[config.mk]
export PLATFORM = sky130hd
export DESIGN_NAME = status_router
export DESIGN_NICKNAME = d
export VERILOG_FILES = /design/src/source/status_router.sv
export SDC_FILE = /design/constraint.sdc
export NUM_CORES = 1
export LEC_CHECK = 0
export BUFFER_PORTS_ARGS = -buffer_cell sky130_fd_sc_hd__buf_2
export CORE_AREA = 2 2 39 41
export CTS_BUF_LIST = sky130_fd_sc_hd__clkbuf_4
export CTS_CLUSTER_SIZE = 14
export DETAILED_ROUTE_END_ITERATION = 7
export DIE_AREA = 0 0 41 43
export GPL_TIMING_DRIVEN = 0
export PLACE_DENSITY = 0.81
export SLEW_MARGIN = 20
export SYNTH_ARGS = -nofsm -noshare
export SYNTH_HDL_FRONTEND = slang
export SYNTH_SLANG_ARGS = --single-unit
[constraint.sdc]
create_clock -name mclk -period 1.3 [get_ports mclk]
set_input_delay 0.26 -clock mclk [delete_from_list [all_inputs] [get_ports mclk]]
set_output_delay 0.26 -clock mclk [all_outputs]
set_load 0.01 [all_outputs]
[src/source/status_router.sv]
/*
 * two-input round-robin status packet arbiter that never interleaves packets
 */
`timescale 1ns/1ps

module status_router (
    input  logic       mclk,
    input  logic       reset,
    input  logic [7:0] db_in0,
    input  logic       rq_in0,
    output logic       start_in0,
    input  logic [7:0] db_in1,
    input  logic       rq_in1,
    output logic       start_in1,
    output logic [7:0] db_out,
    output logic       rq_out,
    input  logic       start_out
);
    logic       gnt;       // grant held until packet tail ends
    logic       sel;       // granted source
    logic       last;      // source served last
    logic [2:0] tail;      // payload bytes still to pass
    logic       pick;
    logic       cur;
    logic       busy;

    assign pick = (rq_in0 && rq_in1) ? ~last : rq_in1;
    assign cur  = gnt ? sel : pick;              // zero latency when idle
    assign busy = (tail != 3'd0);

    assign db_out    = cur ? db_in1 : db_in0;
    assign rq_out    = !busy && (cur ? rq_in1 : rq_in0);
    assign start_in0 = start_out && !busy && !cur;
    assign start_in1 = start_out && !busy && cur;

    always_ff @(posedge mclk) begin
        if (reset) begin
            gnt  <= 1'b0;
            sel  <= 1'b0;
            last <= 1'b0;
            tail <= 3'd0;
        end else begin
            if (!gnt && (rq_in0 || rq_in1)) begin
                gnt <= 1'b1;                     // freeze choice for the packet
                sel <= pick;
            end
            if (start_out && !busy) begin
                tail <= 3'd4;
                last <= cur;
            end else if (busy) begin
                tail <= tail - 3'd1;
                if (tail == 3'd1)
                    gnt <= 1'b0;                 // back to idle after byte 4
            end
        end
    end

    // a start only acknowledges a forwarded request
    a_start_on_rq: assert property (@(posedge mclk) disable iff (reset)
        start_out |-> rq_out);

endmodule

==> summary.md <==
| Metric | Value |
|---|---|
| Post-synthesis mux area share | `30.7%` |
| Max-cap violations | `0` |
| Post-route ant nets | `0` |
| Power Internal | `around 1100 uW` |
| RSZ-0062 raised after global routing | `true` |
| Synth area leaders | `dfxtp_1 25%, mux2_4 19%, ha_1 7.8%, mux2_2 7.0%, nor2b_1 3.9%` |
| Synthesized area per cell | `roughly 10 um2` |
| Syn Std Cell Area | `a little under 500 um2` |
| CTS sink cnt | `6` |
| CTS hold repair buffers | `0` |
| Pwr dens | `a little under 2000 mW/mm2` |
| Yosys warns | `0` |
| Root Driver | `clkbuf_4` |
| Xor and xnor area share after synthesis | `0%` |
| GP Congestion | `0.723` |
| Post-route cell area | `just over 900 um2` |
| VDD IR max | `between 1 and 1.5 mV` |
| Placeable Area | `around 0.0014 mm2` |
| Final worst path period need | `~1700 ps` |
| Clock Tree Buf Depth | `2` |
| Final HPWL DP | `roughly 930 um` |
| GR Overflow Total | `0` |
| Simple-gate share of the synthesized area | `approximately 20%` |
| Largest net degree at the start of global routing | `8` |
| Vias | `about 560` |
| Nets | `122` |
| Clock skew | `1.64 ps` |
| DRT Wirelength | `between 1500 and 2000 um` |
| Slew HR | `a little over four fifths` |
| Die footprint | `~0.0018 mm2` |
| Crit path launch type | `register` |
| Commonest cells post-synth | `6 x dfxtp_1, 6 x mux2_4, 4 x nor2_1` |
| Die X | `41 um` |
| Worst-path maximum fanout | `3` |
| Net Sw Power | `646 uW` |
| Asr flop ratio synth | `0%` |
| CTS buffer count | `3` |
| Layout Cells excl Fill | `112` |
| Register area share after synthesis | `between 20% and 30%` |
| Worst setup path class | `register to primary output` |
| Pre-Repair DR Iteration Count | `3` |
| Layout cells sized above 1 | `82.3%` |
| Worst-path clk slew | `~50 ps` |
| Storage cell area | `~130 um2` |
| Netlist cell types | `22` |
| CP endpoint kind | `primary output` |
| Max-slew violation count | `0` |
| EDFF count, synth | `0` |
| Main combinational cell family by area after synthesis | `multiplexers` |
| Clock power share | `9.8%` |
| Worst setup margin | `-436 ps` |
| Placed insts | `95` |
| Register share of total power | `18.5%` |
| Comb power frac | `just over 70%` |
| CTS tree | `done` |
| Synth Area in Compound Gates | `11.7%` |
| Post-synth top area share | `around 25%` |
| Top_reg_cell synth | `dfxtp_1` |
| Area growth from synthesis to layout | `91.7%` |
| Maximum clock frequency | `between 500 and 600 MHz` |
| Data arrival, critical path | `1480 ps` |
| Placed inst area | `approximately 660 um2` |
| I/O Buffers | `31` |
| Final hold vios | `0` |
| Hold Crit Class | `input port to register` |
| Vias in the first global route | `around 550` |
| Synthesized net count | `approximately 70` |
| Tightest Pin Transition | `between 200 and 250 ps` |
| CTS H-tree depth | `1` |
| Diode count | `0` |
| Final Setup Violations | `11` |
| DRT iter0 DRCs | `4` |
| # DRC | `0` |
| Vias/cell | `between 4 and 5` |
| Tot GR Track Use | `between 10% and 20%` |
| Synth Area in Adders | `under 10%` |
| Chip Height | `~43 um` |
| Initial Util | `34.7%` |
| Failing checks | `setup timing` |
| Final hold slack | `265 ps` |
| Initial antenna violation count | `0` |
| # IOs | `32` |
| First-pass GRT wire length | `2280 um` |
| CP required | `1040 ps` |
| Area leader, netlist | `dfxtp_1` |
| Post-Syn Instances | `48` |
| Filler cells | `between 100 and 150` |
| Multi-input gate area | `405 um2` |
| Clk Latency, worst-skew pair | `around 240 ps` |
| Status | `complete, but fails checks` |
| Fin crit share | `134%` |
| Switching Share | `approximately 36%` |
| Leak | `approximately 0.00045 uW` |
| Flops & latches, synth | `6` |
| WL/cell | `about 15 um` |
| Row cnt | `14` |
## power groups by stage
stage               Sequential (uW)  Clock, uW  Combinational (uW)
CTS                             321        182                1000
global placement                301          0                 673
detailed placement              308          0                 699
floorplan                       294          0                 533
global route                    336        199                1380
finish                          329        174                1280
## path summary, 6_finish.rpt
check,slack [ps],from,endpoint,cells after the start
hold reg to reg,560,last$_SDFFE_PP0P_,last$_SDFFE_PP0P_,2
setup / recovery,-440,gnt$_SDFF_PP0_,db_out[7],4
hold / removal,260,reset,tail[1]$_SDFFE_PP0P_,2
setup reg to reg,0,tail[1]$_SDFFE_PP0P_,tail[1]$_SDFFE_PP0P_,6
## state kept, by name, summed over array words and instances, names as in the netlist
signal and cells:
sel 1, last 1, gnt 1, tail 3
## layer usage
metal  up-vias  track usage, %  wire [um]  part of all wire (%)
met5         -               0          0                     0
met4         0            8.00          8                  0.46
met3         2            3.66        158                   9.1
met2        34            39.7        940                    54
met1       253            16.9        628                    36
li1        267               -          -                     -
## cells in the final DEF (no fill, tap or decap), types with 2 or more instances in the layout
cell type  Yosys  layout
buf_2          1      24
buf_6          1      12
buf_4          0      11
mux2_4         6       7
a21oi_1        3       3
clkbuf_4       0       3
dfxtp_2        0       3
inv_2          0       2
mux2_2         3       2
nor2_1         4       2
nand2b_1       2       2
nor2_2         0       2
a211oi_2       0       2
nor3_1         2       2
ha_4           0       2
dfxtp_1        6       2
## logic make-up after synthesis
| family | count (synthesis) |
|---|---|
| AOI/OAI and AO/OA | 7 |
| DFF | 6 |
| buffers and inverters | 4 |
| adders and majority gates | 3 |
| and+or+nand+nor | 17 |
| muxes | 11 |
## stage by stage
step / utilization (%) / total power (uW) / setup TNS, ps / setup slack [ps]
after floorplan: - / 827 / -485 / -74.3
after global placement: 48.0 / 974 / -3150 / -371
after detailed placement: 48.0 / 1010 / -3330 / -400
after CTS: 61.8 / 1500 / -4030 / -441
after global routing: 66.5 / 1910 / -4780 / -483
final: 66.5 / 1780 / -4100 / -436
## worst max-delay path: stages, from the launching register on
cell     delay (ps)
dfxtp_4         350
mux2i_4         270
buf_4           160
mux2_2          310
buf_2           140
## repair_timing
item / 4_1_cts / 5_1_grt
setup endpoints to repair: 13 / 14
gates resized for setup: 19 / 11
cloned: 1 / 0
endpoints found under the hold margin: 0 / 0
buffers inserted: 11 / 5
pin swaps: 1 / 6
## layout make-up
type                            instances  area share (%)
Sequential cell                         6            13.9
Multi-Input combinational cell         38            44.0
Timing Repair Buffer                   46            35.5
Tap cell                               16            2.17
Clock buffer                            3            2.45
Inverter                                2           0.815
Buffer                                  1            1.22
No activity file was read; power rests on OpenSTA's default activity.
