<file path="src/source/sensor_pkg.sv">
/*
 * command and status widths, address windows and register indices,
 * pixel widths, gamma command word views
 */
package sensor_pkg;

    localparam int cmd_addr_w = 16;                           // AL, AH
    localparam int cmd_data_w = 32;                           // D0..D3, little-endian

    localparam logic [cmd_addr_w-1:0] sensio_addr = 'h330;    // pixel capture window
    localparam logic [cmd_addr_w-1:0] sensio_mask = 'h3f8;
    localparam logic [2:0] sensio_ctrl   = 3'd0;              // bit 0 enables capture
    localparam logic [2:0] sensio_status = 3'd1;
    localparam logic [2:0] sensio_width  = 3'd3;              // 0 - pass hact through
    localparam logic [7:0] sensio_status_reg = 8'h31;

    localparam logic [cmd_addr_w-1:0] gamma_addr = 'h338;     // gamma window
    localparam logic [cmd_addr_w-1:0] gamma_mask = 'h3fc;
    localparam logic [2:0] gamma_ctrl   = 3'd0;
    localparam logic [2:0] gamma_status = 3'd1;
    localparam logic [2:0] gamma_taddr  = 3'd2;
    localparam logic [2:0] gamma_tdata  = 3'd3;
    localparam logic [7:0] gamma_status_reg = 8'h32;

    localparam int status_w  = 26;
    localparam int seq_w     = 6;
    localparam int pxd_in_w  = 12;
    localparam int pxd_out_w = 8;
    localparam int width_w   = 16;

    typedef struct packed {
        logic [25:0] unused;
        logic        trig;                                    // kept, no function here
        logic        repet;                                   // kept, no function here
        logic        en;
        logic        page;
        logic [1:0]  bayer;
    } gamma_mode_t;

    typedef struct packed {
        logic [15:0] unused;
        logic [7:0]  entry_hi;                                // goes to taddr + 1
        logic [7:0]  entry_lo;                                // goes to taddr
    } gamma_tbl_t;

    typedef union packed {
        gamma_mode_t mode;                                    // gamma_ctrl writes
        gamma_tbl_t  tbl;                                     // gamma_tdata writes
    } gamma_word_u;

endpackage
</file>
<file path="src/source/pixel_if.sv">
/*
 * pixel stream between capture and gamma: data, line active, frame markers
 */
`timescale 1ns/1ps

interface pixel_if #(
    parameter int pxd_w = sensor_pkg::pxd_in_w
) ();
    logic [pxd_w-1:0] pxd;      // pixel data
    logic             hact;     // line active, one pixel per cycle
    logic             sof;      // first pixel of frame
    logic             eof;      // single pulse after last line

    modport source (output pxd, hact, sof, eof);
    modport sink   (input  pxd, hact, sof, eof);

endinterface

</file>
<file path="src/source/sens_pixel_io.sv">
/*
 * parallel sensor capture: frame markers, hact regeneration,
 * line and frame counters, control and status registers
 */
`timescale 1ns/1ps

module sens_pixel_io (
    input  logic        mclk,
    input  logic        reset,
    input  logic [7:0]  cmd_ad,
    input  logic        cmd_stb,
    input  logic        sns_vact,
    input  logic        sns_hact,
    input  logic [11:0] sns_pxd,
    output logic [7:0]  status_ad,
    output logic        status_rq,
    input  logic        status_start,
    pixel_if.source     pix
);
    logic                               cmd_we;
    logic [2:0]                         cmd_reg;
    logic [sensor_pkg::cmd_data_w-1:0]  cmd_data;
    logic                               en;           // capture enable
    logic [sensor_pkg::width_w-1:0]     width, hcnt;  // regenerated line length
    logic [sensor_pkg::pxd_in_w-1:0]    pxd_r;
    logic                               vact_r, vact_d, hact_r, hact_d;
    logic                               vact_rise, vact_fall, hact_rise, hact_o, sof_o;
    logic                               sof_pend;
    logic [15:0]                        line_cnt, last_lines;
    logic [9:0]                         frame_cnt;

    cmd_deser #(.base_addr(sensor_pkg::sensio_addr), .addr_mask(sensor_pkg::sensio_mask))
        i_cmd_deser (.mclk, .reset, .cmd_ad, .cmd_stb, .cmd_we, .cmd_reg, .cmd_data);

    status_gen #(.status_reg(sensor_pkg::sensio_status_reg)) i_status_gen (
        .mclk, .reset, .status_start, .status_ad, .status_rq,
        .send   (cmd_we && cmd_reg == sensor_pkg::sensio_status),
        .seq    (cmd_data[5:0]),
        .status ({frame_cnt, last_lines})
    );

    assign vact_rise = vact_r && !vact_d;
    assign vact_fall = !vact_r && vact_d;
    assign hact_rise = hact_r && !hact_d;
    assign hact_o = (width == '0) ? hact_r : (hact_rise || hcnt != '0);
    assign sof_o  = hact_o && (sof_pend || vact_rise);    // first pixel of frame

    always_ff @(posedge mclk) begin
        pxd_r    <= sns_pxd;
        pix.pxd  <= pxd_r;
        if (reset) begin
            {vact_r, vact_d, hact_r, hact_d} <= 4'b0;
            {pix.hact, pix.sof, pix.eof, en, sof_pend} <= 5'b0;
            {width, hcnt, line_cnt, last_lines, frame_cnt} <= '0;
        end else begin
            {vact_r, vact_d, hact_r, hact_d} <= {sns_vact, vact_r, sns_hact, hact_r};
            pix.hact <= en && hact_o;
            pix.sof  <= en && sof_o;
            pix.eof  <= en && vact_fall;
            if (cmd_we && cmd_reg == sensor_pkg::sensio_ctrl) en <= cmd_data[0];
            if (cmd_we && cmd_reg == sensor_pkg::sensio_width) width <= cmd_data[15:0];
            if (width != '0 && hact_rise) hcnt <= width - 1'b1;
            else if (hcnt != '0) hcnt <= hcnt - 1'b1;
            if (sof_o) sof_pend <= 1'b0;
            else if (vact_rise) sof_pend <= 1'b1;
            // counters run whether or not capture is enabled
            if (vact_rise) line_cnt <= {15'd0, hact_rise};
            else if (hact_rise) line_cnt <= line_cnt + 16'd1;
            if (vact_fall) begin
                last_lines <= line_cnt;
                frame_cnt  <= frame_cnt + 10'd1;
            end
        end
    end

endmodule

</file>
<file path="src/source/status_gen.sv">
/*
 * 5-byte status packet source, request/start handshake
 */
`timescale 1ns/1ps

module status_gen #(
    parameter logic [7:0] status_reg = 8'h00
) (
    input  logic                          mclk,
    input  logic                          reset,
    input  logic                          send,
    input  logic [sensor_pkg::seq_w-1:0]  seq,
    input  logic [sensor_pkg::status_w-1:0] status,
    input  logic                          status_start,
    output logic [7:0]                    status_ad,
    output logic                          status_rq
);
    logic [sensor_pkg::seq_w-1:0]    seq_r;
    logic [sensor_pkg::status_w-1:0] status_r;
    logic                            pend;     // request waiting for start
    logic [2:0]                      bcnt;     // 0 - address byte, 1..4 payload
    logic [31:0]                     sh;       // payload bytes, LSB first

    assign status_rq = pend && (bcnt == 3'd0);   // held off during own payload
    assign status_ad = (bcnt == 3'd0) ? status_reg : sh[7:0];

    always_ff @(posedge mclk) begin
        if (reset) begin
            pend <= 1'b0;
            bcnt <= 3'd0;
        end else begin
            if (send)
                pend <= 1'b1;                    // newer request wins
            else if (status_start)
                pend <= 1'b0;
            if (status_start)
                bcnt <= 3'd1;
            else if (bcnt != 3'd0)
                bcnt <= (bcnt == 3'd4) ? 3'd0 : bcnt + 3'd1;
        end
        if (send) begin
            seq_r    <= seq;                     // replaces a pending packet
            status_r <= status;
        end
        if (status_start)
            sh <= {status_r[25:2], seq_r, status_r[1:0]};
        else
            sh <= {8'h00, sh[31:8]};
    end

    a_start_on_rq: assert property (@(posedge mclk) disable iff (reset)
        status_start |-> status_rq);

endmodule

</file>
<file path="src/source/cmd_deser.sv">
/*
 * byte-serial command deserializer with address window decode
 */
`timescale 1ns/1ps

module cmd_deser #(
    parameter logic [sensor_pkg::cmd_addr_w-1:0] base_addr = '0,
    parameter logic [sensor_pkg::cmd_addr_w-1:0] addr_mask = '1
) (
    input  logic                            mclk,
    input  logic                            reset,
    input  logic [7:0]                      cmd_ad,
    input  logic                            cmd_stb,
    output logic                            cmd_we,
    output logic [2:0]                      cmd_reg,
    output logic [sensor_pkg::cmd_data_w-1:0] cmd_data
);
    logic [7:0]                        ad_r;       // registered byte
    logic                              stb_r;
    logic [2:0]                        cnt;        // 0 - idle, 1..5 next byte index
    logic [sensor_pkg::cmd_addr_w-1:0] addr_sr;
    logic [23:0]                       data_sr;    // D2, D1, D0
    logic                              hit;

    assign hit = (addr_sr & addr_mask) == (base_addr & addr_mask);

    always_ff @(posedge mclk) begin
        ad_r <= cmd_ad;
        if (reset) begin
            stb_r  <= 1'b0;
            cnt    <= 3'd0;
            cmd_we <= 1'b0;
        end else begin
            stb_r  <= cmd_stb;
            cmd_we <= (cnt == 3'd5) && hit;                  // D3 sits in ad_r now
            if (stb_r)
                cnt <= 3'd1;
            else if (cnt != 3'd0)
                cnt <= (cnt == 3'd5) ? 3'd0 : cnt + 3'd1;
        end
        if (stb_r) addr_sr[7:0] <= ad_r;                     // AL
        if (cnt == 3'd1) addr_sr[15:8] <= ad_r;              // AH
        if (cnt >= 3'd2 && cnt <= 3'd4) data_sr <= {ad_r, data_sr[23:8]};
        if (cnt == 3'd5) begin
            cmd_data <= {ad_r, data_sr};
            cmd_reg  <= addr_sr[2:0] & ~addr_mask[2:0];      // index below the mask
        end
    end

    // new command only after the previous one is fully assembled
    a_no_overlap: assert property (@(posedge mclk) disable iff (reset)
        stb_r |-> cnt == 3'd0);

endmodule

</file>
<file path="src/flat_wrapper.sv">
// flat-port wrapper written by rule: the top's interface ports become plain ports
module sens_pixel_io_flat 
  (mclk, reset, cmd_ad, cmd_stb, sns_vact, sns_hact, sns_pxd, status_ad, status_rq, status_start, pix_pxd, pix_hact, pix_sof, pix_eof);
  pixel_if pix_i ();
  input  logic mclk;
  input  logic reset;
  input  logic [7:0] cmd_ad;
  input  logic cmd_stb;
  input  logic sns_vact;
  input  logic sns_hact;
  input  logic [11:0] sns_pxd;
  output logic [7:0] status_ad;
  output logic status_rq;
  input  logic status_start;
  output wire logic [$bits(pix_i.pxd)-1:0] pix_pxd;
  output wire logic [$bits(pix_i.hact)-1:0] pix_hact;
  output wire logic [$bits(pix_i.sof)-1:0] pix_sof;
  output wire logic [$bits(pix_i.eof)-1:0] pix_eof;
  assign pix_pxd = pix_i.pxd;
  assign pix_hact = pix_i.hact;
  assign pix_sof = pix_i.sof;
  assign pix_eof = pix_i.eof;
  sens_pixel_io u_core (.mclk(mclk), .reset(reset), .cmd_ad(cmd_ad), .cmd_stb(cmd_stb), .sns_vact(sns_vact), .sns_hact(sns_hact), .sns_pxd(sns_pxd), .status_ad(status_ad), .status_rq(status_rq), .status_start(status_start), .pix(pix_i));
endmodule
</file>
<file path="config.mk">
export PLATFORM = sky130hd
export DESIGN_NAME = sens_pixel_io_flat
export DESIGN_NICKNAME = d
export VERILOG_FILES = /design/src/source/sensor_pkg.sv /design/src/source/pixel_if.sv /design/src/source/sens_pixel_io.sv /design/src/source/status_gen.sv /design/src/source/cmd_deser.sv /design/src/flat_wrapper.sv
export SDC_FILE = /design/constraint.sdc
export NUM_CORES = 1
export LEC_CHECK = 0
export BUFFER_PORTS_ARGS = -buffer_cell sky130_fd_sc_hd__buf_2
export CORE_ASPECT_RATIO = 1.1
export CORE_MARGIN = 4
export CORE_UTILIZATION = 45
export DETAILED_ROUTE_END_ITERATION = 8
export SYNTH_ARGS = -nofsm -noshare
export SYNTH_HDL_FRONTEND = slang
export SYNTH_SLANG_ARGS = --single-unit
export TNS_END_PERCENT = 1
</file>
<file path="constraint.sdc">
create_clock -name mclk -period 8.3 [get_ports mclk]
set_input_delay 0.83 -clock mclk [delete_from_list [all_inputs] [get_ports mclk]]
set_output_delay 0.83 -clock mclk [all_outputs]
set_load 0.05 [all_outputs]
</file>
==> results of run 1 <==
==> synth_stat cells, drive strengths merged (3+ instances only) <==
cell type  instances
o31ai              4
inv                6
and3               8
nor4               5
buf                6
nor2b              9
mux2i             10
ha                 5
nand2b            11
o211ai             3
clkbuf            19
a22oi              4
or3                8
and2              16
nand2             86
nand3             10
o21ai             10
xor2              22
or4                3
nor2              61
a21oi             45
mux2              26
a211oi             5
nor3              13
dfxtp            156
edfxtp            85
xnor2              8
nand4              8
==> layer usage <==
layer / track usage / wire (um) / vias up
met3: 0.0259 / 671 / 22
met5: 0 / 0 / -
met4: 0.0464 / 276 / 0
met1: 0.206 / 6960 / 2359
met2: 0.233 / 6970 / 122
li1: - / - / 2470
==> power by group <==
group,switching (mW),internal (mW)
combinational,0.195,0.131
sequential,0.0319,1.27
clock,0.429,0.635
total,0.655,2.04
==> per-stage QoR <==
step / cells / util
detailed placement: 943 / 0.491
global placement: 943 / 0.491
CTS: 989 / 0.536
global route: 989 / 0.536
floorplan: 674 / -
finish: 989 / 0.536
==> worst max path at each step <==
| stage | startpoint | endpoint | slack [ns] | cells past startpoint |
|---|---|---|---|---|
| 2_1_floorplan | u_core.width[3] | u_core.hcnt[8] | 5.09 | 11 |
| 3_3_place_gp | u_core.width[15] | u_core.hcnt[8] | 5.24 | 10 |
| 5_1_grt | u_core.width[15] | u_core.hcnt[8] | 4.89 | 10 |
| 6_report | u_core.width[15] | u_core.hcnt[8] | 5.14 | 10 |
| 3_5_place_dp | u_core.width[15] | u_core.hcnt[8] | 5.22 | 10 |
| 4_1_cts | u_core.width[9] | u_core.hcnt[8] | 5.19 | 10 |
==> layout make-up <==
class,count,share of cell area
Clock inverter,10,0.00853
Tap cell,238,0.0312
Clock buffer,36,0.0756
Multi-Input combinational cell,402,0.256
Timing Repair Buffer,56,0.0312
Inverter,6,0.00236
Sequential cell,241,0.595
==> worst reg2reg max path: cells and delay by family (launching register included) <==
family	cells	cell delay, ns
compound gates	4	1.33
xor+xnor	1	0.20
fa+ha+maj	1	0.20
simple gates	3	0.71
mux	1	0.27
flops	1	0.32
==> logic make-up after synthesis <==
logic type                 after synthesis  synth area share
xor gates and xnor gates                30            0.0319
adders and majority gates                5           0.00760
buffers and inverters                   31            0.0146
DFF                                    241             0.690
muxes                                   36            0.0477
AOI/OAI and AO/OA                       84            0.0634
and+or+nand+nor                        247             0.145
==> impl_metrics.json, run 1 <==
{
  "outcome": "complete, no violations",
  "r2r_end": "u_core.hcnt[8]",
  "timing.final.crit_share": 0.380,
  "area_growth_pct": 15.9,
  "drive_gt1_frac": 0.180,
  "grt_pass1_wl_um": 24300,
  "final_area_sq_mm": 0.00954,
  "netlist_instances": 674,
  "rsz0062_at_grt": "false",
  "period_minus_slack_ns": 3.16,
  "dr.pass1.iters": 5,
  "clkTransAtPathRegs_ns": 0.06,
  "routed_via_density": 5.03,
  "required_ns": 8.68,
  "wl_per_cell_um": 15.0,
  "finalPower_mw": 2.69,
  "fp.dieH_um": 150,
  "drc": 0,
  "r2r_setup_slack_ns": 5.14,
  "multi_input_area_sq_mm": 0.00244,
  "clk_latency_ns": 0.50,
  "grt_max_degree": 64,
  "worst_slack_ns": 5.14,
  "finalHoldViolCount": 0,
  "ant_nets": 0,
  "largest_reg_flops": 32,
  "min_path_cells": 0,
  "fillers": 1513,
  "p_leak_nw": 3.55,
  "cts_max_path_buffers": 3,
  "grt-ovfl-total": 0,
  "fin_tns_setup_ns": 0,
  "ys_dominant_reg_cell": "dfxtp_1",
  "drt-initial-drc-count": 337,
  "start_util": 0.462,
  "cp_cell_sequence": "nor3_1 > nand4_2 > o21ai_1 > mux2i_1 > ha_1 > o211a_1 > o21ai_1 > a2111oi_0 > xor2_1 > nor2_1",
  "vdd_ir_drop_max_v": 0.000192,
  "placed_cell_area_sq_mm": 0.00874,
  "yosysWarnings": 0,
  "crit_buf_inv": 0,
  "postRouteWirelength_um": 14900,
  "critPathLaunchType": "flop",
  "cp_top_family": "compound AO/OA/AOI/OAI gates",
  "crit_type": "flop to flop",
  "tightest_slew_ns": 0.831,
  "r2r-start": "u_core.width[15]",
  "end_kind": "flop",
  "layout_commonest_cell": "dfxtp_1",
  "ys_ff_latch": 241,
  "antenna_found_initial": 0,
  "min_to": "u_core.pix.pxd[0]",
  "cts_tree": "done",
  "grt_pass1_vias": 4867,
  "seq_area_sq_mm": 0.00568,
  "yosys-top-cells-area": "dfxtp_1 (38%), edfxtp_1 (31%), nand2_1 (3.9%), mux2_2 (3.6%), nor2_1 (2.8%)",
  "hpwl_um": 9610,
  "dp_slack_ns": 5.22,
  "root_buffer": "clkbuf_16",
  "cpMostUsedCell": "o21ai_1",
  "critPathMaxFanout": 9,
  "cts_resized": 0,
  "track_usage": 0.147,
  "row_count": 51,
  "synth_top_area_frac": 0.380,
  "timing.slew.headroom": 0.446,
  "synth_area_sq_mm": 0.00823,
  "maxSlewViolCount": 0,
  "cap_violations": 0,
  "fp.dieArea_sq_mm": 0.0205,
  "skew_ns": 0.00644,
  "ios": 50,
  "core_sq_mm": 0.0178,
  "reg.largest.list": "u_core.i_status_gen.sh (32), u_core.i_status_gen.status_r (26), u_core.i_cmd_deser.data_sr (24)",
  "synth_top_area_cell": "dfxtp_1",
  "cp_slowest_cell": "a2111oi_0",
  "ff2ff_path_depth": 10,
  "cts_buffers": 25,
  "fmax_mhz": 317,
  "final_nets": 763,
  "die_w_um": 137,
  "holdWs_ns": 0.326,
  "worstHoldStart": "u_core.pxd_r[0]",
  "cp_slowest_stage_delay_ns": 0.55,
  "hold_buffers": 0,
  "diodes": 0,
  "synth_nets": 705,
  "htreeDepth": 1,
  "synthArstFlopShare": 0,
  "synth_seq_area_share": 0.690,
  "io_buffer_count": 49,
  "setup_violations": 0,
  "yosysUniqueCellTypes": 50,
  "cts_post_setup_buffers_inserted": 0,
  "clock-sinks": 241,
  "power-per-cell-area_mw_per_mm2": 282,
  "synth_edf_count": 85,
  "gp_congestion": 0.883,
  "top_register": "u_core.i_status_gen.sh",
  "worstHoldPathType": "flop to flop",
  "num_vias": 4973,
  "layout.cells.most_common_list": "dfxtp_1 (156), nand2_1 (86), edfxtp_1 (85)",
  "critical_path_arrival_ns": 3.53,
  "postSynthAreaPerCell_sq_um": 12.2
}
Note: power is estimated with default switching activity, not from simulation.
==> inputs of run 2 (changes only) <==
--- a/config.mk
+++ b/config.mk
@@ -5,6 +5,7 @@
 export SDC_FILE = /design/constraint.sdc
 export NUM_CORES = 1
 export LEC_CHECK = 0
+export ABC_AREA = 1
 export BUFFER_PORTS_ARGS = -buffer_cell sky130_fd_sc_hd__buf_2
 export CORE_ASPECT_RATIO = 1.1
 export CORE_MARGIN = 4
==> constraint.sdc (replaced) <==
create_clock -name mclk -period 2.9 [get_ports mclk]
set_input_delay 0.29 -clock mclk [delete_from_list [all_inputs] [get_ports mclk]]
set_output_delay 0.29 -clock mclk [all_outputs]
set_load 0.05 [all_outputs]
==> impl_metrics.json, run 2 <==
{
  "hpwl_um": 10100,
  "drt-initial-drc-count": 342,
  "synth_seq_area_share": 0.671,
  "htreeDepth": 1,
  "grt_pass1_vias": 5250,
  "critical_path_arrival_ns": 2.01,
  "synth_area_sq_mm": 0.00846,
  "largest_reg_flops": 32,
  "cap_violations": 0,
  "netlist_top_cells_count": "nand2_1 (178), dfxtp_1 (156), nor2_1 (93)",
  "placed_cell_area_sq_mm": 0.00898,
  "grt_max_degree": 36,
  "postSynthAreaPerCell_sq_um": 9.97,
  "cp_slowest_cell": "nor2_1",
  "final_nets": 964,
  "wl_per_cell_um": 12.9,
  "row_count": 52,
  "cts_max_path_buffers": 3,
  "fmax_mhz": 434,
  "area_growth_pct": 18.2,
  "netlist_instances": 849,
  "synth_top_area_cell": "dfxtp_1",
  "critPathLaunchType": "flop",
  "end_kind": "output port",
  "cp_cell_sequence": "inv_1 > ha_1 > inv_1 > nor2_1 > or2_2 > buf_2",
  "clkTransAtPathRegs_ns": 0.06,
  "critPathMaxFanout": 10,
  "root_buffer": "clkbuf_16",
  "r2r_setup_slack_ns": 0.65,
  "drc": 0,
  "r2r-start": "u_core.width[9]",
  "min_to": "u_core.frame_cnt[4]",
  "startpoint": "u_core.i_status_gen.bcnt[0]",
  "timing.final.crit_share": 0.795,
  "postRouteWirelength_um": 15400,
  "clock-sinks": 241,
  "power-per-cell-area_mw_per_mm2": 788,
  "synth_most_common_cell": "nand2_1",
  "layout_commonest_cell": "nand2_1",
  "required_ns": 2.61,
  "ff2ff_path_depth": 15,
  "skew_ns": 0.0129,
  "ys_dominant_reg_cell": "dfxtp_1",
  "maxSlewViolCount": 0,
  "timing.slew.headroom": 0.546,
  "cp_slowest_stage_delay_ns": 0.43,
  "cts_resized": 0,
  "num_vias": 5521,
  "synth_top_area_frac": 0.369,
  "drive_gt1_frac": 0.136,
  "cts_tree": "done",
  "finalPower_mw": 7.88,
  "synth_nets": 880,
  "seq_area_sq_mm": 0.00568,
  "worstHoldPathType": "input port to flop",
  "crit_type": "flop to output port",
  "setup_violations": 0,
  "die_w_um": 139,
  "yosysWarnings": 0,
  "yosys-top-cells-area": "dfxtp_1 (37%), edfxtp_1 (30%), nand2_1 (7.9%), nor2_1 (4.1%), inv_1 (4.1%)",
  "grt-ovfl-total": 0,
  "ant_nets": 0,
  "top_register": "u_core.i_status_gen.sh",
  "min_path_cells": 4,
  "ios": 50,
  "dr.pass1.iters": 4,
  "yosysUniqueCellTypes": 41,
  "fillers": 1619,
  "core_sq_mm": 0.0184,
  "cts_buffers": 24,
  "fp.dieArea_sq_mm": 0.0211,
  "finalHoldViolCount": 0,
  "ys_ff_latch": 241,
  "synth_edf_count": 85,
  "routed_via_density": 4.62,
  "reg.largest.list": "u_core.i_status_gen.sh (32), u_core.i_status_gen.status_r (26), u_core.i_cmd_deser.data_sr (24)",
  "r2r_end": "u_core.hcnt[14]",
  "diodes": 0,
  "p_leak_nw": 4.18,
  "cpMostUsedCell": "inv_1",
  "worst_slack_ns": 0.595,
  "fp.dieH_um": 152,
  "layout.cells.most_common_list": "nand2_1 (178), dfxtp_1 (156), nor2_1 (93)",
  "outcome": "complete, no violations",
  "final_area_sq_mm": 0.0100,
  "track_usage": 0.144,
  "worstHoldStart": "reset",
  "fin_tns_setup_ns": 0,
  "rsz0062_at_grt": "false",
  "synthArstFlopShare": 0,
  "io_buffer_count": 49,
  "vdd_ir_drop_max_v": 0.000620,
  "grt_pass1_wl_um": 25600,
  "clk_latency_ns": 0.50,
  "start_util": 0.459,
  "gp_congestion": 0.837,
  "multi_input_area_sq_mm": 0.00232,
  "tightest_slew_ns": 0.680,
  "dp_slack_ns": 0.645,
  "period_minus_slack_ns": 2.30,
  "antenna_found_initial": 0
}
==> run 2: changes by cell type in the layout (fill, tap and decap cells not counted), sizes merged, moves of 16 or more <==
cell,previous run,this run
mux2,26,0
xor2,22,3
dlygate4sd3,0,23
nand3,10,30
inv,8,94
nand2,86,183
o21ai,10,60
nor2,61,103
and2,16,0
==> run 2: report_power, final <==
| group | switching (mW) | internal, mW | total [mW] | leakage, nW |
|---|---|---|---|---|
| combinational | 0.680 | 0.355 | 1.03 | 1.75 |
| sequential | 0.0984 | 3.68 | 3.78 | 2.05 |
| clock | 1.22 | 1.84 | 3.07 | 0.387 |
| total | 2.00 | 5.88 | 7.88 | 4.18 |
==> run 2: area by class of cell <==
cell class,instances,share of cell area
multi-input combinational,488,0.232
clock buffer,30,0.0644
timing repair buffer,83,0.0558
tap,243,0.0304
clock inverter,14,0.0148
sequential,241,0.567
inverter,95,0.0357
==> run 2: worst max path at each step <==
stage | end | cells after the start
after floorplan | u_core.i_cmd_deser.data_sr[0] | 2
after global placement | u_core.hcnt[14] | 15
after detailed placement | u_core.hcnt[14] | 15
after CTS | status_ad[0] | 6
after global routing | u_core.hcnt[14] | 16
final | status_ad[0] | 6
==> run 2: per-layer routing <==
metal,track usage,routed length (um)
met5,0,0
met4,0.0382,255
met3,0.0277,650
met2,0.226,6730
met1,0.208,7720
==> run 2: cell families after synthesis <==
group,after synthesis,share of synthesized area
buf+inv,120,0.0578
compound gates,114,0.0720
fa+ha+maj,5,0.00739
xor+xnor,4,0.00414
flops,241,0.671
simple gates,365,0.188
==> run 2: worst max-delay path: cells and delay by family, from the launching register on <==
| kind | cells | cell delay (ns) |
|---|---|---|
| simple gates | 2 | 0.63 |
| buf+inv | 3 | 0.40 |
| flops | 1 | 0.32 |
| fa+ha+maj | 1 | 0.16 |
==> run 2: metrics by stage <==
step / std cells / hold WS (ns) / util
floorplan: 849 / 0.310 / -
global placement: 1127 / 0.310 / 0.488
detailed placement: 1127 / 0.312 / 0.488
CTS: 1194 / 0.268 / 0.543
global route: 1194 / 0.291 / 0.543
finish: 1194 / 0.290 / 0.543
==> run 2: what timing repair did <==
| action | 4_1_cts | 5_1_grt |
|---|---|---|
| setup buffers | 0 | 0 |
| hold buffers | 23 | 0 |
| hold endpoints to repair | 23 | 0 |
==> inputs of run 3 (changes only) <==
--- a/config.mk
+++ b/config.mk
@@ -5,7 +5,7 @@
 export SDC_FILE = /design/constraint.sdc
 export NUM_CORES = 1
 export LEC_CHECK = 0
-export ABC_AREA = 1
+export ABC_AREA = 0
 export BUFFER_PORTS_ARGS = -buffer_cell sky130_fd_sc_hd__buf_2
 export CORE_ASPECT_RATIO = 1.1
 export CORE_MARGIN = 4
==> constraint.sdc (replaced) <==
create_clock -name mclk -period 2.3 [get_ports mclk]
set_input_delay 0.23 -clock mclk [delete_from_list [all_inputs] [get_ports mclk]]
set_output_delay 0.23 -clock mclk [all_outputs]
set_load 0.05 [all_outputs]
==> impl_metrics.json, run 3 (synthesis results as in run 1) <==
{
  "antenna_found_initial": 0,
  "hpwl_um": 10600,
  "ant_nets": 0,
  "worstHoldPathType": "input port to flop",
  "final_nets": 819,
  "layout_commonest_cell": "dfxtp_1",
  "core_sq_mm": 0.0178,
  "timing.slew.headroom": 0.523,
  "fp.dieH_um": 150,
  "layout.cells.most_common_list": "dfxtp_1 (155), nand2_1 (86), edfxtp_1 (85)",
  "end_kind": "flop",
  "cts_tree": "done",
  "violations": "setup timing",
  "maxSlewViolCount": 0,
  "diodes": 0,
  "finalPower_mw": 10.1,
  "num_vias": 5146,
  "gp_congestion": 0.866,
  "holdWs_ns": 0.145,
  "fmax_mhz": 387,
  "r2r_end": "u_core.hcnt[6]",
  "root_buffer": "clkbuf_16",
  "track_usage": 0.158,
  "vdd_ir_drop_max_v": 0.000748,
  "skew_ns": 0.0183,
  "r2r-start": "u_core.width[6]",
  "fp.dieArea_sq_mm": 0.0205,
  "cap_violations": 0,
  "grt_max_degree": 37,
  "outcome": "finished with violations",
  "rsz0062_at_grt": "true",
  "clock-sinks": 241,
  "grt_pass1_wl_um": 26300,
  "htreeDepth": 1,
  "area_growth_pct": 23.3,
  "required_ns": 2.70,
  "period_minus_slack_ns": 2.58,
  "dr.pass1.iters": 5,
  "finalHoldViolCount": 0,
  "grt-ovfl-total": 0,
  "drive_gt1_frac": 0.223,
  "placed_cell_area_sq_mm": 0.00904,
  "r2r_setup_slack_ns": -0.28,
  "postRouteWirelength_um": 15500,
  "tightest_slew_ns": 0.716,
  "final_area_sq_mm": 0.0101,
  "start_util": 0.462,
  "p_leak_nw": 3.84,
  "drt-initial-drc-count": 388,
  "setup_violations": 7,
  "worst_slack_ns": -0.281,
  "top_register": "u_core.i_status_gen.sh",
  "critical_path_arrival_ns": 2.98,
  "min_path_cells": 2,
  "row_count": 51,
  "clkTransAtPathRegs_ns": 0.07,
  "critPathMaxFanout": 8,
  "fillers": 1448,
  "wl_per_cell_um": 14.8,
  "ff2ff_path_depth": 9,
  "clk_latency_ns": 0.51,
  "reg.largest.list": "u_core.i_status_gen.sh (32), u_core.i_status_gen.status_r (26), u_core.i_cmd_deser.data_sr (24)",
  "power-per-cell-area_mw_per_mm2": 991,
  "routed_via_density": 4.93,
  "ios": 50,
  "die_w_um": 137,
  "timing.final.crit_share": 1.12,
  "crit_type": "flop to flop",
  "critPathLaunchType": "flop",
  "io_buffer_count": 49,
  "grt_pass1_vias": 5202,
  "drc": 0,
  "dp_slack_ns": -0.245,
  "cts_buffers": 24,
  "worstHoldStart": "reset",
  "cts_max_path_buffers": 3,
  "min_to": "u_core.en",
  "largest_reg_flops": 32
}
[run 3: cell count changes in the layout (fill, tap and decap cells not counted), sizes merged, moves of 26 or more]
| cell | before | now |
|---|---|---|
| o21ai | 60 | 10 |
| buf | 60 | 90 |
| inv | 94 | 10 |
| nand2 | 183 | 86 |
| nor2 | 103 | 61 |
| mux2 | 0 | 26 |
[run 3: area by class of cell]
type	instances	area, sq um	share of cell area
clock inverter	11	131	0.0129
sequential	241	5680	0.559
clock buffer	33	697	0.0687
timing repair buffer	113	796	0.0784
tap	238	298	0.0293
inverter	6	22.5	0.00222
multi-input combinational	402	2530	0.249
[run 3: report_power, final]
part / internal [mW] / switching, mW / total, mW
Combinational: 0.629 / 0.754 / 1.38
Sequential: 4.59 / 0.118 / 4.70
Clock: 2.38 / 1.60 / 3.97
[run 3: critical path, cell delays in order (launching register included)]
cell and delay [ns]:
dfxtp_1 0.31, or4_4 0.55, o21ai_4 0.22, mux2i_2 0.27, ha_2 0.22, o211a_1 0.21, o21ai_4 0.12, o41ai_2 0.23
nor2_1 0.07, o31a_1 0.27
[run 3: per-layer routing]
| metal | vias to the layer above | share of wire | GRT usage |
|---|---|---|---|
| met5 | - | 0 | 0 |
| met4 | 0 | 0.018 | 0.0444 |
| li1 | 2592 | - | - |
| met2 | 105 | 0.48 | 0.261 |
| met3 | 22 | 0.044 | 0.0282 |
| met1 | 2427 | 0.46 | 0.214 |
[run 3: worst max-delay path by stage]
stage	from	endpoint	slack (ns)	depth (start not counted)
finish	u_core.width[6]	u_core.hcnt[6]	-0.28	9
global route	u_core.width[6]	u_core.hcnt[6]	-0.42	9
CTS	u_core.width[5]	u_core.hcnt[14]	-0.25	8
detailed placement	u_core.width[12]	u_core.hcnt[14]	-0.25	9
global placement	u_core.width[6]	u_core.hcnt[6]	-0.20	9
floorplan	u_core.width[12]	u_core.hcnt[14]	-0.42	11
[run 3: per-stage QoR]
step | cells | TNS [ns] | utilization
2_1_floorplan | 674 | -5.99 | -
3_3_place_gp | 976 | -0.514 | 0.508
3_5_place_dp | 976 | -1.17 | 0.508
4_1_cts | 1044 | -1.24 | 0.569
5_1_grt | 1044 | -2.55 | 0.570
6_report | 1044 | -1.36 | 0.570
[run 3: repair_timing]
action / in CTS / in global routing
buffers inserted: 1 / 0
hold buffers: 23 / 0
hold endpoints to repair: 23 / 0
pin swaps: 6 / 1
setup endpoints to repair: 7 / 12
cloned: 0 / 0
gates resized for setup: 5 / 5
